$ cat src/gate_pkg.sv
package gate_pkg;

  ////////////////////
  // Sizes
  ////////////////////

  // Output rows and input vector length
  localparam int L_SIZE = 4;
  localparam int X_SIZE = 4;

  // Signed Q8.8 values
  localparam int DATA_W = 16;
  localparam int FRAC_W = 8;
  // Q16.16 products of L+X terms plus bias
  localparam int ACC_W  = 40;
  localparam int ADDR_W = 12;

  // Row and column index width, shared since L equals X
  localparam int IDX_W = $clog2(L_SIZE);

  typedef logic signed [DATA_W-1:0] data_t;
  typedef logic signed [ACC_W-1:0]  acc_t;

  ////////////////////
  // Address map
  ////////////////////

  localparam logic [ADDR_W-1:0] ADDR_CTRL   = 12'h000;
  localparam logic [ADDR_W-1:0] ADDR_STATUS = 12'h004;
  localparam logic [ADDR_W-1:0] BASE_W      = 12'h040;
  localparam logic [ADDR_W-1:0] BASE_X      = 12'h080;
  localparam logic [ADDR_W-1:0] BASE_U      = 12'h0C0;
  localparam logic [ADDR_W-1:0] BASE_H      = 12'h100;
  localparam logic [ADDR_W-1:0] BASE_B      = 12'h140;
  localparam logic [ADDR_W-1:0] BASE_A      = 12'h180;

  // Lowest tag bit of a matrix and of a vector region
  localparam int MAT_LSB = $clog2(L_SIZE * X_SIZE) + 2;
  localparam int VEC_LSB = $clog2(L_SIZE) + 2;

  typedef enum logic [3:0] {
    REG_CTRL, REG_STATUS, REG_W, REG_X, REG_U, REG_H, REG_B, REG_A, REG_NONE
  } region_e;

  typedef enum logic [1:0] {EX_IDLE, EX_MAC, EX_BIAS, EX_PUSH} exec_state_e;

  ////////////////////
  // tanh approximation
  ////////////////////

  // Range after the Q8.8 shift, symmetric so the magnitude fits data_t
  localparam acc_t SAT_MAX = 40'sd32767;
  localparam acc_t SAT_MIN = -40'sd32767;

  // Knees at 0.5 and 2.0, second segment base 0.875, cap 1.0
  localparam data_t TANH_KNEE1 = 16'sd128;
  localparam data_t TANH_KNEE2 = 16'sd512;
  localparam data_t TANH_BASE2 = 16'sd224;
  localparam data_t ONE_Q      = 16'sd256;

endpackage

$ cat src/gate_operand_if.sv
`timescale 1ns/1ps

interface gate_operand_if;

  // Operand position requested by execute
  logic [gate_pkg::IDX_W-1:0] row;
  logic [gate_pkg::IDX_W-1:0] col;
  // Low for the W*x pass, high for the U*h pass
  logic                       term;

  // Answered in the same cycle by the register file
  gate_pkg::data_t            coef;
  gate_pkg::data_t            vec;
  gate_pkg::data_t            bias;

  modport decode (
    input  row, col, term,
    output coef, vec, bias
  );

  modport execute (
    output row, col, term,
    input  coef, vec, bias
  );

endinterface

$ cat src/gate_sum_if.sv
`timescale 1ns/1ps

interface gate_sum_if;

  // Row sum offered by execute
  logic                       valid;
  logic [gate_pkg::IDX_W-1:0] row;
  gate_pkg::acc_t             sum;
  // Result side can take a row
  logic                       ready;

  modport execute (
    output valid, row, sum,
    input  ready
  );

  modport result (
    input  valid, row, sum,
    output ready
  );

endinterface

$ cat src/gate_apb_decode.sv
`timescale 1ns/1ps

module gate_apb_decode (
  input  logic                        CLK,
  input  logic                        RST,
  input  logic                        psel,
  input  logic                        penable,
  input  logic                        pwrite,
  input  logic [gate_pkg::ADDR_W-1:0] paddr,
  input  logic [31:0]                 pwdata,
  output logic [31:0]                 prdata,
  output logic                        pready,
  output logic                        pslverr,
  output logic                        start,
  input  logic                        done,
  output logic [gate_pkg::IDX_W-1:0]  a_index,
  input  gate_pkg::data_t             a_data,
  gate_operand_if.decode              op
);

  gate_pkg::region_e                   region;
  logic [gate_pkg::MAT_LSB-3:0]        mat_idx;
  logic [gate_pkg::VEC_LSB-3:0]        vec_idx;
  logic                                wr_acc;
  logic                                rd_acc;
  logic                                op_region;
  logic                                busy_q;
  logic                                done_q;

  // Operand register file, W and U row-major
  gate_pkg::data_t w_reg [gate_pkg::L_SIZE * gate_pkg::X_SIZE];
  gate_pkg::data_t u_reg [gate_pkg::L_SIZE * gate_pkg::L_SIZE];
  gate_pkg::data_t x_reg [gate_pkg::X_SIZE];
  gate_pkg::data_t h_reg [gate_pkg::L_SIZE];
  gate_pkg::data_t b_reg [gate_pkg::L_SIZE];

  // Address falls in the region whose tag starts at bit lsb
  function automatic logic hit(input logic [gate_pkg::ADDR_W-1:0] addr,
                               input logic [gate_pkg::ADDR_W-1:0] base,
                               input int lsb);
    return (addr >> lsb) == (base >> lsb);
  endfunction

  // Q8.8 value onto the 32-bit bus
  function automatic logic [31:0] sext(input gate_pkg::data_t v);
    return {{(32 - gate_pkg::DATA_W){v[gate_pkg::DATA_W-1]}}, v};
  endfunction

  ////////////////////
  // Decode
  ////////////////////

  always_comb begin
    region = gate_pkg::REG_NONE;
    // Only word aligned accesses map anywhere
    if (paddr[1:0] == 2'b00) begin
      if (paddr == gate_pkg::ADDR_CTRL) begin
        region = gate_pkg::REG_CTRL;
      end else if (paddr == gate_pkg::ADDR_STATUS) begin
        region = gate_pkg::REG_STATUS;
      end else if (hit(paddr, gate_pkg::BASE_W, gate_pkg::MAT_LSB)) begin
        region = gate_pkg::REG_W;
      end else if (hit(paddr, gate_pkg::BASE_U, gate_pkg::MAT_LSB)) begin
        region = gate_pkg::REG_U;
      end else if (hit(paddr, gate_pkg::BASE_X, gate_pkg::VEC_LSB)) begin
        region = gate_pkg::REG_X;
      end else if (hit(paddr, gate_pkg::BASE_H, gate_pkg::VEC_LSB)) begin
        region = gate_pkg::REG_H;
      end else if (hit(paddr, gate_pkg::BASE_B, gate_pkg::VEC_LSB)) begin
        region = gate_pkg::REG_B;
      end else if (hit(paddr, gate_pkg::BASE_A, gate_pkg::VEC_LSB)) begin
        region = gate_pkg::REG_A;
      end
    end
  end

  assign mat_idx   = paddr[gate_pkg::MAT_LSB-1:2];
  assign vec_idx   = paddr[gate_pkg::VEC_LSB-1:2];
  assign a_index   = vec_idx;
  assign wr_acc    = psel & penable & pwrite;
  assign rd_acc    = psel & penable & ~pwrite;
  assign op_region = region inside {gate_pkg::REG_W, gate_pkg::REG_X, gate_pkg::REG_U,
                                    gate_pkg::REG_H, gate_pkg::REG_B};

  // No wait states
  assign pready = 1'b1;

  // Read-only, unmapped, or operand write while a run is active
  assign pslverr = wr_acc & ((region inside {gate_pkg::REG_STATUS, gate_pkg::REG_A,
                                             gate_pkg::REG_NONE}) | (op_region & busy_q));

  ////////////////////
  // Registers
  ////////////////////

  always_ff @(posedge CLK or posedge RST) begin
    if (RST) begin
      for (int i = 0; i < gate_pkg::L_SIZE * gate_pkg::X_SIZE; i++) begin
        w_reg[i] <= '0;
      end
      for (int i = 0; i < gate_pkg::L_SIZE * gate_pkg::L_SIZE; i++) begin
        u_reg[i] <= '0;
      end
      for (int i = 0; i < gate_pkg::X_SIZE; i++) begin
        x_reg[i] <= '0;
      end
      for (int i = 0; i < gate_pkg::L_SIZE; i++) begin
        h_reg[i] <= '0;
        b_reg[i] <= '0;
      end
    end else if (wr_acc && op_region && !busy_q) begin
      case (region)
        gate_pkg::REG_W: w_reg[mat_idx] <= pwdata[gate_pkg::DATA_W-1:0];
        gate_pkg::REG_U: u_reg[mat_idx] <= pwdata[gate_pkg::DATA_W-1:0];
        gate_pkg::REG_X: x_reg[vec_idx] <= pwdata[gate_pkg::DATA_W-1:0];
        gate_pkg::REG_H: h_reg[vec_idx] <= pwdata[gate_pkg::DATA_W-1:0];
        gate_pkg::REG_B: b_reg[vec_idx] <= pwdata[gate_pkg::DATA_W-1:0];
        default: ;
      endcase
    end
  end

  // START launches a run, done pulse ends it
  always_ff @(posedge CLK or posedge RST) begin
    if (RST) begin
      start  <= 1'b0;
      busy_q <= 1'b0;
      done_q <= 1'b0;
    end else begin
      start <= 1'b0;
      if (wr_acc && region == gate_pkg::REG_CTRL && pwdata[0] && !busy_q) begin
        start  <= 1'b1;
        busy_q <= 1'b1;
        done_q <= 1'b0;
      end else if (done) begin
        busy_q <= 1'b0;
        done_q <= 1'b1;
      end
    end
  end

  // Read mux
  always_comb begin
    prdata = '0;
    if (rd_acc) begin
      case (region)
        gate_pkg::REG_STATUS: prdata = {30'd0, done_q, busy_q};
        gate_pkg::REG_W:      prdata = sext(w_reg[mat_idx]);
        gate_pkg::REG_U:      prdata = sext(u_reg[mat_idx]);
        gate_pkg::REG_X:      prdata = sext(x_reg[vec_idx]);
        gate_pkg::REG_H:      prdata = sext(h_reg[vec_idx]);
        gate_pkg::REG_B:      prdata = sext(b_reg[vec_idx]);
        gate_pkg::REG_A:      prdata = sext(a_data);
        default:              prdata = '0;
      endcase
    end
  end

  // Operand port for execute
  assign op.coef = op.term ? u_reg[op.row * gate_pkg::L_SIZE + op.col]
                           : w_reg[op.row * gate_pkg::X_SIZE + op.col];
  assign op.vec  = op.term ? h_reg[op.col] : x_reg[op.col];
  assign op.bias = b_reg[op.row];

  // A new run only launches from idle
  a_start_idle: assert property (@(posedge CLK) disable iff (RST)
    start |-> $past(!busy_q))
    else $error("start pulsed while busy");

endmodule

$ cat src/gate_mac_execute.sv
`timescale 1ns/1ps

module gate_mac_execute (
  input  logic            CLK,
  input  logic            RST,
  input  logic            start,
  gate_operand_if.execute op,
  gate_sum_if.execute     sum
);

  gate_pkg::exec_state_e      state_q;
  logic [gate_pkg::IDX_W-1:0] row_q;
  logic [gate_pkg::IDX_W-1:0] col_q;
  logic                       term_q;
  logic                       col_last;
  int                         pass_len;
  gate_pkg::acc_t             acc_q;
  gate_pkg::acc_t             product;
  gate_pkg::acc_t             bias_ext;

  // W*x runs over X columns, U*h over L
  assign pass_len = term_q ? gate_pkg::L_SIZE : gate_pkg::X_SIZE;
  assign col_last = int'(col_q) == pass_len - 1;

  // Full Q16.16 product, no rounding
  assign product  = op.coef * op.vec;
  // Bias moved up to Q16.16
  assign bias_ext = gate_pkg::acc_t'(op.bias) <<< gate_pkg::FRAC_W;

  ////////////////////
  // FSM
  ////////////////////

  always_ff @(posedge CLK or posedge RST) begin
    if (RST) begin
      state_q <= gate_pkg::EX_IDLE;
      row_q   <= '0;
      col_q   <= '0;
      term_q  <= 1'b0;
    end else begin
      case (state_q)
        gate_pkg::EX_IDLE: begin
          if (start) begin
            state_q <= gate_pkg::EX_MAC;
            row_q   <= '0;
            col_q   <= '0;
            term_q  <= 1'b0;
          end
        end
        gate_pkg::EX_MAC: begin
          if (col_last) begin
            col_q <= '0;
            // Second pass done, bias next
            if (term_q) begin
              state_q <= gate_pkg::EX_BIAS;
            end else begin
              term_q <= 1'b1;
            end
          end else begin
            col_q <= col_q + 1'b1;
          end
        end
        gate_pkg::EX_BIAS: begin
          state_q <= gate_pkg::EX_PUSH;
        end
        gate_pkg::EX_PUSH: begin
          // Hold the row until result takes it
          if (sum.ready) begin
            if (int'(row_q) == gate_pkg::L_SIZE - 1) begin
              state_q <= gate_pkg::EX_IDLE;
            end else begin
              row_q   <= row_q + 1'b1;
              term_q  <= 1'b0;
              state_q <= gate_pkg::EX_MAC;
            end
          end
        end
        default: state_q <= gate_pkg::EX_IDLE;
      endcase
    end
  end

  // Accumulator
  always_ff @(posedge CLK) begin
    case (state_q)
      gate_pkg::EX_IDLE: acc_q <= '0;
      gate_pkg::EX_MAC:  acc_q <= acc_q + product;
      gate_pkg::EX_BIAS: acc_q <= acc_q + bias_ext;
      gate_pkg::EX_PUSH: begin
        if (sum.ready) begin
          acc_q <= '0;
        end
      end
      default: ;
    endcase
  end

  assign op.row    = row_q;
  assign op.col    = col_q;
  assign op.term   = term_q;
  assign sum.valid = state_q == gate_pkg::EX_PUSH;
  assign sum.row   = row_q;
  assign sum.sum   = acc_q;

  // Offered row stays put until accepted
  a_sum_hold: assert property (@(posedge CLK) disable iff (RST)
    sum.valid && !sum.ready |=> sum.valid && $stable(sum.sum) && $stable(sum.row))
    else $error("row sum changed while stalled");

  a_col_range: assert property (@(posedge CLK) disable iff (RST)
    state_q == gate_pkg::EX_MAC |-> int'(col_q) < pass_len)
    else $error("column past pass length");

endmodule

$ cat src/gate_tanh_result.sv
`timescale 1ns/1ps

module gate_tanh_result (
  input  logic                       CLK,
  input  logic                       RST,
  input  logic [gate_pkg::IDX_W-1:0] a_index,
  gate_sum_if.result                 sum,
  output gate_pkg::data_t            a_data,
  output logic                       done
);

  gate_pkg::acc_t             shifted;
  gate_pkg::data_t            sat_val;
  logic                       accept;
  logic                       s1_valid;
  logic [gate_pkg::IDX_W-1:0] s1_row;
  gate_pkg::data_t            s1_val;
  gate_pkg::data_t            mag;
  gate_pkg::data_t            tanh_mag;
  gate_pkg::data_t            a_val;
  gate_pkg::data_t            a_buf [gate_pkg::L_SIZE];

  // Stage two drains stage one every cycle
  assign sum.ready = 1'b1;
  assign accept    = sum.valid & sum.ready;

  ////////////////////
  // Stage one
  ////////////////////

  // Q16.16 back to Q8.8
  assign shifted = sum.sum >>> gate_pkg::FRAC_W;

  always_comb begin
    if (shifted > gate_pkg::SAT_MAX) begin
      sat_val = gate_pkg::data_t'(gate_pkg::SAT_MAX);
    end else if (shifted < gate_pkg::SAT_MIN) begin
      sat_val = gate_pkg::data_t'(gate_pkg::SAT_MIN);
    end else begin
      sat_val = gate_pkg::data_t'(shifted);
    end
  end

  always_ff @(posedge CLK) begin
    if (accept) begin
      s1_row <= sum.row;
      s1_val <= sat_val;
    end
  end

  ////////////////////
  // Stage two
  ////////////////////

  // Magnitude never overflows after symmetric saturation
  assign mag = s1_val[gate_pkg::DATA_W-1] ? -s1_val : s1_val;

  always_comb begin
    if (mag < gate_pkg::TANH_KNEE1) begin
      tanh_mag = mag;
    end else if (mag < gate_pkg::TANH_KNEE2) begin
      // Slope 1/4 from 0.5
      tanh_mag = gate_pkg::TANH_KNEE1 + ((mag - gate_pkg::TANH_KNEE1) >>> 2);
    end else begin
      // Slope 1/16 from 0.875
      tanh_mag = gate_pkg::TANH_BASE2 + ((mag - gate_pkg::TANH_KNEE2) >>> 4);
      if (tanh_mag > gate_pkg::ONE_Q) begin
        tanh_mag = gate_pkg::ONE_Q;
      end
    end
  end

  assign a_val = s1_val[gate_pkg::DATA_W-1] ? -tanh_mag : tanh_mag;

  always_ff @(posedge CLK or posedge RST) begin
    if (RST) begin
      for (int i = 0; i < gate_pkg::L_SIZE; i++) begin
        a_buf[i] <= '0;
      end
      s1_valid <= 1'b0;
      done     <= 1'b0;
    end else begin
      s1_valid <= accept;
      // Last row written ends the run
      done     <= s1_valid && int'(s1_row) == gate_pkg::L_SIZE - 1;
      if (s1_valid) begin
        a_buf[s1_row] <= a_val;
      end
    end
  end

  assign a_data = a_buf[a_index];

  // Stored activation within [-1.0, 1.0]
  a_out_bound: assert property (@(posedge CLK) disable iff (RST)
    s1_valid |=> a_buf[$past(s1_row)] <= gate_pkg::ONE_Q &&
                 a_buf[$past(s1_row)] >= -gate_pkg::ONE_Q)
    else $error("activation magnitude above one");

endmodule

$ cat src/activation_gate_vector.sv
`timescale 1ns/1ps

module activation_gate_vector (
  input  logic                        CLK,
  input  logic                        RST,
  input  logic                        PSEL,
  input  logic                        PENABLE,
  input  logic                        PWRITE,
  input  logic [gate_pkg::ADDR_W-1:0] PADDR,
  input  logic [31:0]                 PWDATA,
  output logic [31:0]                 PRDATA,
  output logic                        PREADY,
  output logic                        PSLVERR
);

  // Run control
  logic                       start;
  logic                       done;
  // A readback path
  logic [gate_pkg::IDX_W-1:0] a_index;
  gate_pkg::data_t            a_data;

  gate_operand_if op_if ();
  gate_sum_if     sum_if ();

  // APB slave and operand registers
  gate_apb_decode i_gate_apb_decode (
    .CLK     (CLK),
    .RST     (RST),
    .psel    (PSEL),
    .penable (PENABLE),
    .pwrite  (PWRITE),
    .paddr   (PADDR),
    .pwdata  (PWDATA),
    .prdata  (PRDATA),
    .pready  (PREADY),
    .pslverr (PSLVERR),
    .start   (start),
    .done    (done),
    .a_index (a_index),
    .a_data  (a_data),
    .op      (op_if.decode)
  );

  // Row sums
  gate_mac_execute i_gate_mac_execute (
    .CLK   (CLK),
    .RST   (RST),
    .start (start),
    .op    (op_if.execute),
    .sum   (sum_if.execute)
  );

  // tanh and A buffer
  gate_tanh_result i_gate_tanh_result (
    .CLK     (CLK),
    .RST     (RST),
    .a_index (a_index),
    .sum     (sum_if.result),
    .a_data  (a_data),
    .done    (done)
  );

endmodule

$ cat config.mk
export PLATFORM = sky130hd
export DESIGN_NAME = activation_gate_vector
export DESIGN_NICKNAME = d
export VERILOG_FILES = /design/src/gate_pkg.sv /design/src/gate_operand_if.sv /design/src/gate_sum_if.sv /design/src/gate_apb_decode.sv /design/src/gate_mac_execute.sv /design/src/gate_tanh_result.sv /design/src/activation_gate_vector.sv
export SDC_FILE = /design/constraint.sdc
export NUM_CORES = 2
export LEC_CHECK = 0
export BUFFER_PORTS_ARGS = -buffer_cell sky130_fd_sc_hd__buf_2
export CORE_ASPECT_RATIO = 0.5
export CORE_MARGIN = 5
export CORE_UTILIZATION = 33
export DETAILED_ROUTE_END_ITERATION = 8
export SLEW_MARGIN = 20
export SYNTH_ARGS = -nofsm -noshare
export SYNTH_HDL_FRONTEND = slang
export SYNTH_HIERARCHICAL = 1
export SYNTH_SLANG_ARGS = --single-unit
$ cat constraint.sdc
create_clock -name CLK -period 60.6 [get_ports CLK]
set_input_delay 6.06 -clock CLK [delete_from_list [all_inputs] [get_ports CLK]]
set_output_delay 6.06 -clock CLK [all_outputs]
set_load 0.03 [all_outputs]
==> flow_summary.json <==
{
  "gp_congestion": 0.906,
  "swShare": 0.359,
  "grt_max_degree": 111,
  "crit_arrival_ns": 10.23,
  "min_from": "i_gate_tanh_result/a_buf[48]$_DFFE_PP0P_",
  "cp-startpoint": "PADDR[2]",
  "hold_violations": 0,
  "r2r-start": "i_gate_mac_execute/op.col[0]$_DFFE_PP0P_",
  "drv_slew": 37,
  "ys.flop_type": "dfrtp_1",
  "dieWidth_um": 612,
  "drc_errors": 0,
  "antenna_found_initial": 5,
  "grt-ovfl-total": 0,
  "rsz0062_at_grt": "no",
  "yosys_register_bits": 838,
  "status": "complete, but fails checks",
  "cp-end-kind": "output port",
  "met3_usage": 0.0296,
  "drive_above_1_share": 0.327,
  "p_per_area_nw_per_um2": 27.0,
  "yosys.area.top_type": "dfrtp_1",
  "core_sq_um": 180000,
  "synthCells": 4677,
  "grtUsageMet1": 0.246,
  "syn-num-nets": 5217,
  "path_max_fanout": 50,
  "final_cells": 7013,
  "crit_required_ns": 54.54,
  "hold_class": "register to register",
  "cts.clk_slew.worst_paths_ns": 0.06,
  "ys_warn_count": 6,
  "htreeDepth": 3,
  "design_area_sq_um": 65100,
  "power_frac_comb": 0.303,
  "critical_path_class": "primary input to output port",
  "ant_nets": 0,
  "setup_tns_ns": 0,
  "nFillCells": 17100,
  "dp.cells": 6848,
  "syn_to_final_growth_pct": 9.01,
  "nets": 5073,
  "cts_resized": 0,
  "fin_crit_sh": 0.269,
  "p_leak_uw": 0.0278,
  "slowest_stage": "nor3_4",
  "top_usage_layer": "met2",
  "synthTopCellsByArea": "dfrtp_1 (33%), mux4_2 (15%), mux2_2 (14%)",
  "die_y_um": 311,
  "cts_buffer_depth": 3,
  "fin_hold_ws_ns": 0.478,
  "crit_chain": "buf_8 -> buf_4 -> nor4b_2 -> o211ai_4 -> nor3_4 -> a222oi_1 -> a31oi_1 -> buf_2",
  "wirelength_um": 177000,
  "clk_latency_ns": 0.72,
  "synth_cell_type_count": 109,
  "synth_edf_count": 58,
  "met2_usage": 0.300,
  "max_stage_delay_ns": 0.87,
  "ys_seq_area_frac": 0.356,
  "cts_root_buf": "clkbuf_16",
  "maxSlewHeadroom": -0.191,
  "async_reset_ff_frac": 0.931,
  "fp-row-count": 110,
  "cts_tree": "built",
  "clock_skew_ns": 0.0491,
  "p_seq_frac": 0.377,
  "ir_drop_mv": 0.0197,
  "min_period_ns": 16.29,
  "port_buffers": 65,
  "intPower_uw": 1130,
  "setup_viol": 0,
  "power.share.clock": 0.320,
  "max-cap-violations": 0,
  "failed_checks": "slew limit",
  "max_freq_mhz": 61.4,
  "first_pass_iters": 5,
  "synth_top_area_frac": 0.327,
  "cts_buffers": 90,
  "first_iter_violations": 3564,
  "cts_setup_buffers": 0,
  "cts-hold-fix-buffers": 0,
  "synth_area_per_cell_sq_um": 12.8,
  "p_switching_uw": 631,
  "grt_usage": 0.184,
  "synth_area_sq_um": 59700,
  "grt_pass1_wl_um": 270000,
  "vias_per_cell": 5.69,
  "grt_pass1_vias": 42400,
  "worstSetupStartpointType": "primary input",
  "wl_per_cell_um": 25.2,
  "num_io_pins": 83,
  "initial_utilization": 0.332,
  "tightest_slew_ns": 1.79,
  "vias": 39900,
  "fp.dieArea_sq_um": 190000,
  "placed_area_sq_um": 62000,
  "dpl.hpwl_um": 119000,
  "cts.sinks": 838
}
[metrics by stage]
stage	worst slack, ns	total power, uW	utilization
floorplan	34.71	1040	-
global placement	44.22	1190	0.345
detailed placement	44.12	1200	0.345
CTS	44.11	1770	0.362
global route	44.15	1850	0.362
finish	44.31	1760	0.362
[cell type report]
| class | count | area [sq um] | share of cell area |
|---|---|---|---|
| diodes | 3 | 7.51 | 0.000115 |
| clock buffers | 137 | 2680 | 0.0412 |
| clock inverters | 24 | 324 | 0.00498 |
| inverters | 301 | 1140 | 0.0175 |
| multi-input cells | 3170 | 35800 | 0.550 |
| flip-flops and latches | 838 | 21300 | 0.327 |
| well taps | 2408 | 3010 | 0.0463 |
| repair buffers | 132 | 888 | 0.0136 |
[path summary, 6_finish.rpt]
check                                                               end  cells after the start  slack, ns
max                                                          PRDATA[10]                      8      44.31
min                            i_gate_tanh_result/a_buf[48]$_DFFE_PP0P_                      2       0.48
max reg2reg                i_gate_mac_execute/sum.sum[37]$_SDFFCE_PN0N_                     27      49.64
min reg2reg                    i_gate_tanh_result/a_buf[48]$_DFFE_PP0P_                      2       0.48
max in group asynchronous      i_gate_apb_decode/w_reg[103]$_DFFE_PP0P_                      4      52.55
min in group asynchronous     i_gate_mac_execute/state_q[1]$_DFFE_PP0P_                      2       5.45
[worst max-delay path, delay by kind of cell]
| kind | cells | cell delay [ns] |
|---|---|---|
| buffers and inverters | 3 | 1.42 |
| AND/OR/NAND/NOR | 2 | 1.34 |
| AO/OA/AOI/OAI | 3 | 1.32 |
[metal layers]
| metal | vias up | part of all wire |
|---|---|---|
| li1 | 16800 | - |
| met1 | 21400 | 0.42 |
| met2 | 1401 | 0.48 |
| met3 | 342 | 0.063 |
| met4 | 0 | 0.042 |
| met5 | - | 0 |
[power by group through the flow]
| stage | Clock (uW) | Combinational, uW | Sequential [uW] |
|---|---|---|---|
| after floorplan | 0 | 405 | 639 |
| after global placement | 0 | 520 | 672 |
| after detailed placement | 0 | 529 | 674 |
| after CTS | 574 | 533 | 664 |
| after global routing | 597 | 583 | 669 |
| final | 562 | 533 | 664 |
[placed cells by master (no fill, tap or decap), drive strengths merged, types with 74 or more instances in the layout]
cell type	netlist	final
inv	299	302
and2	111	111
a21oi	108	108
dfrtp	780	780
mux4	400	400
xnor2	74	74
nand2	318	318
buf	147	132
clkbuf	221	137
fa	331	331
nor2	114	114
mux2	738	738
o21ai	131	131
ha	160	160
[cell usage after synthesis, types with 17 or more instances]
library cell,number
o211ai_1,23
mux2i_1,28
nand3_1,48
buf_1,46
mux2_2,736
nor2_1,106
nand2b_1,29
nor4_1,18
o21ai_0,123
a21o_1,42
nor2b_1,29
inv_1,299
xnor2_1,74
nor3_1,34
dfrtp_1,780
xor2_1,29
buf_2,53
nand2_1,318
ha_1,160
and3_1,26
a22oi_1,26
and2_1,110
a22o_1,20
a31oi_1,29
edfxtp_1,58
fa_1,331
mux4_2,400
o22ai_1,33
buf_4,38
o2111ai_1,17
clkbuf_1,220
a21oi_1,105
[kinds of logic after synthesis]
logic type / after synthesis / share of synthesized area
and+or+nand+nor: 835 / 0.0760
muxes: 1166 / 0.295
DFF: 838 / 0.356
other: 2 / 0.000126
buffers and inverters: 669 / 0.0468
xor gates and xnor gates: 105 / 0.0158
adders and majority gates: 491 / 0.144
AOI/OAI and AO/OA: 571 / 0.0661
(Power assumes the default switching activity.)
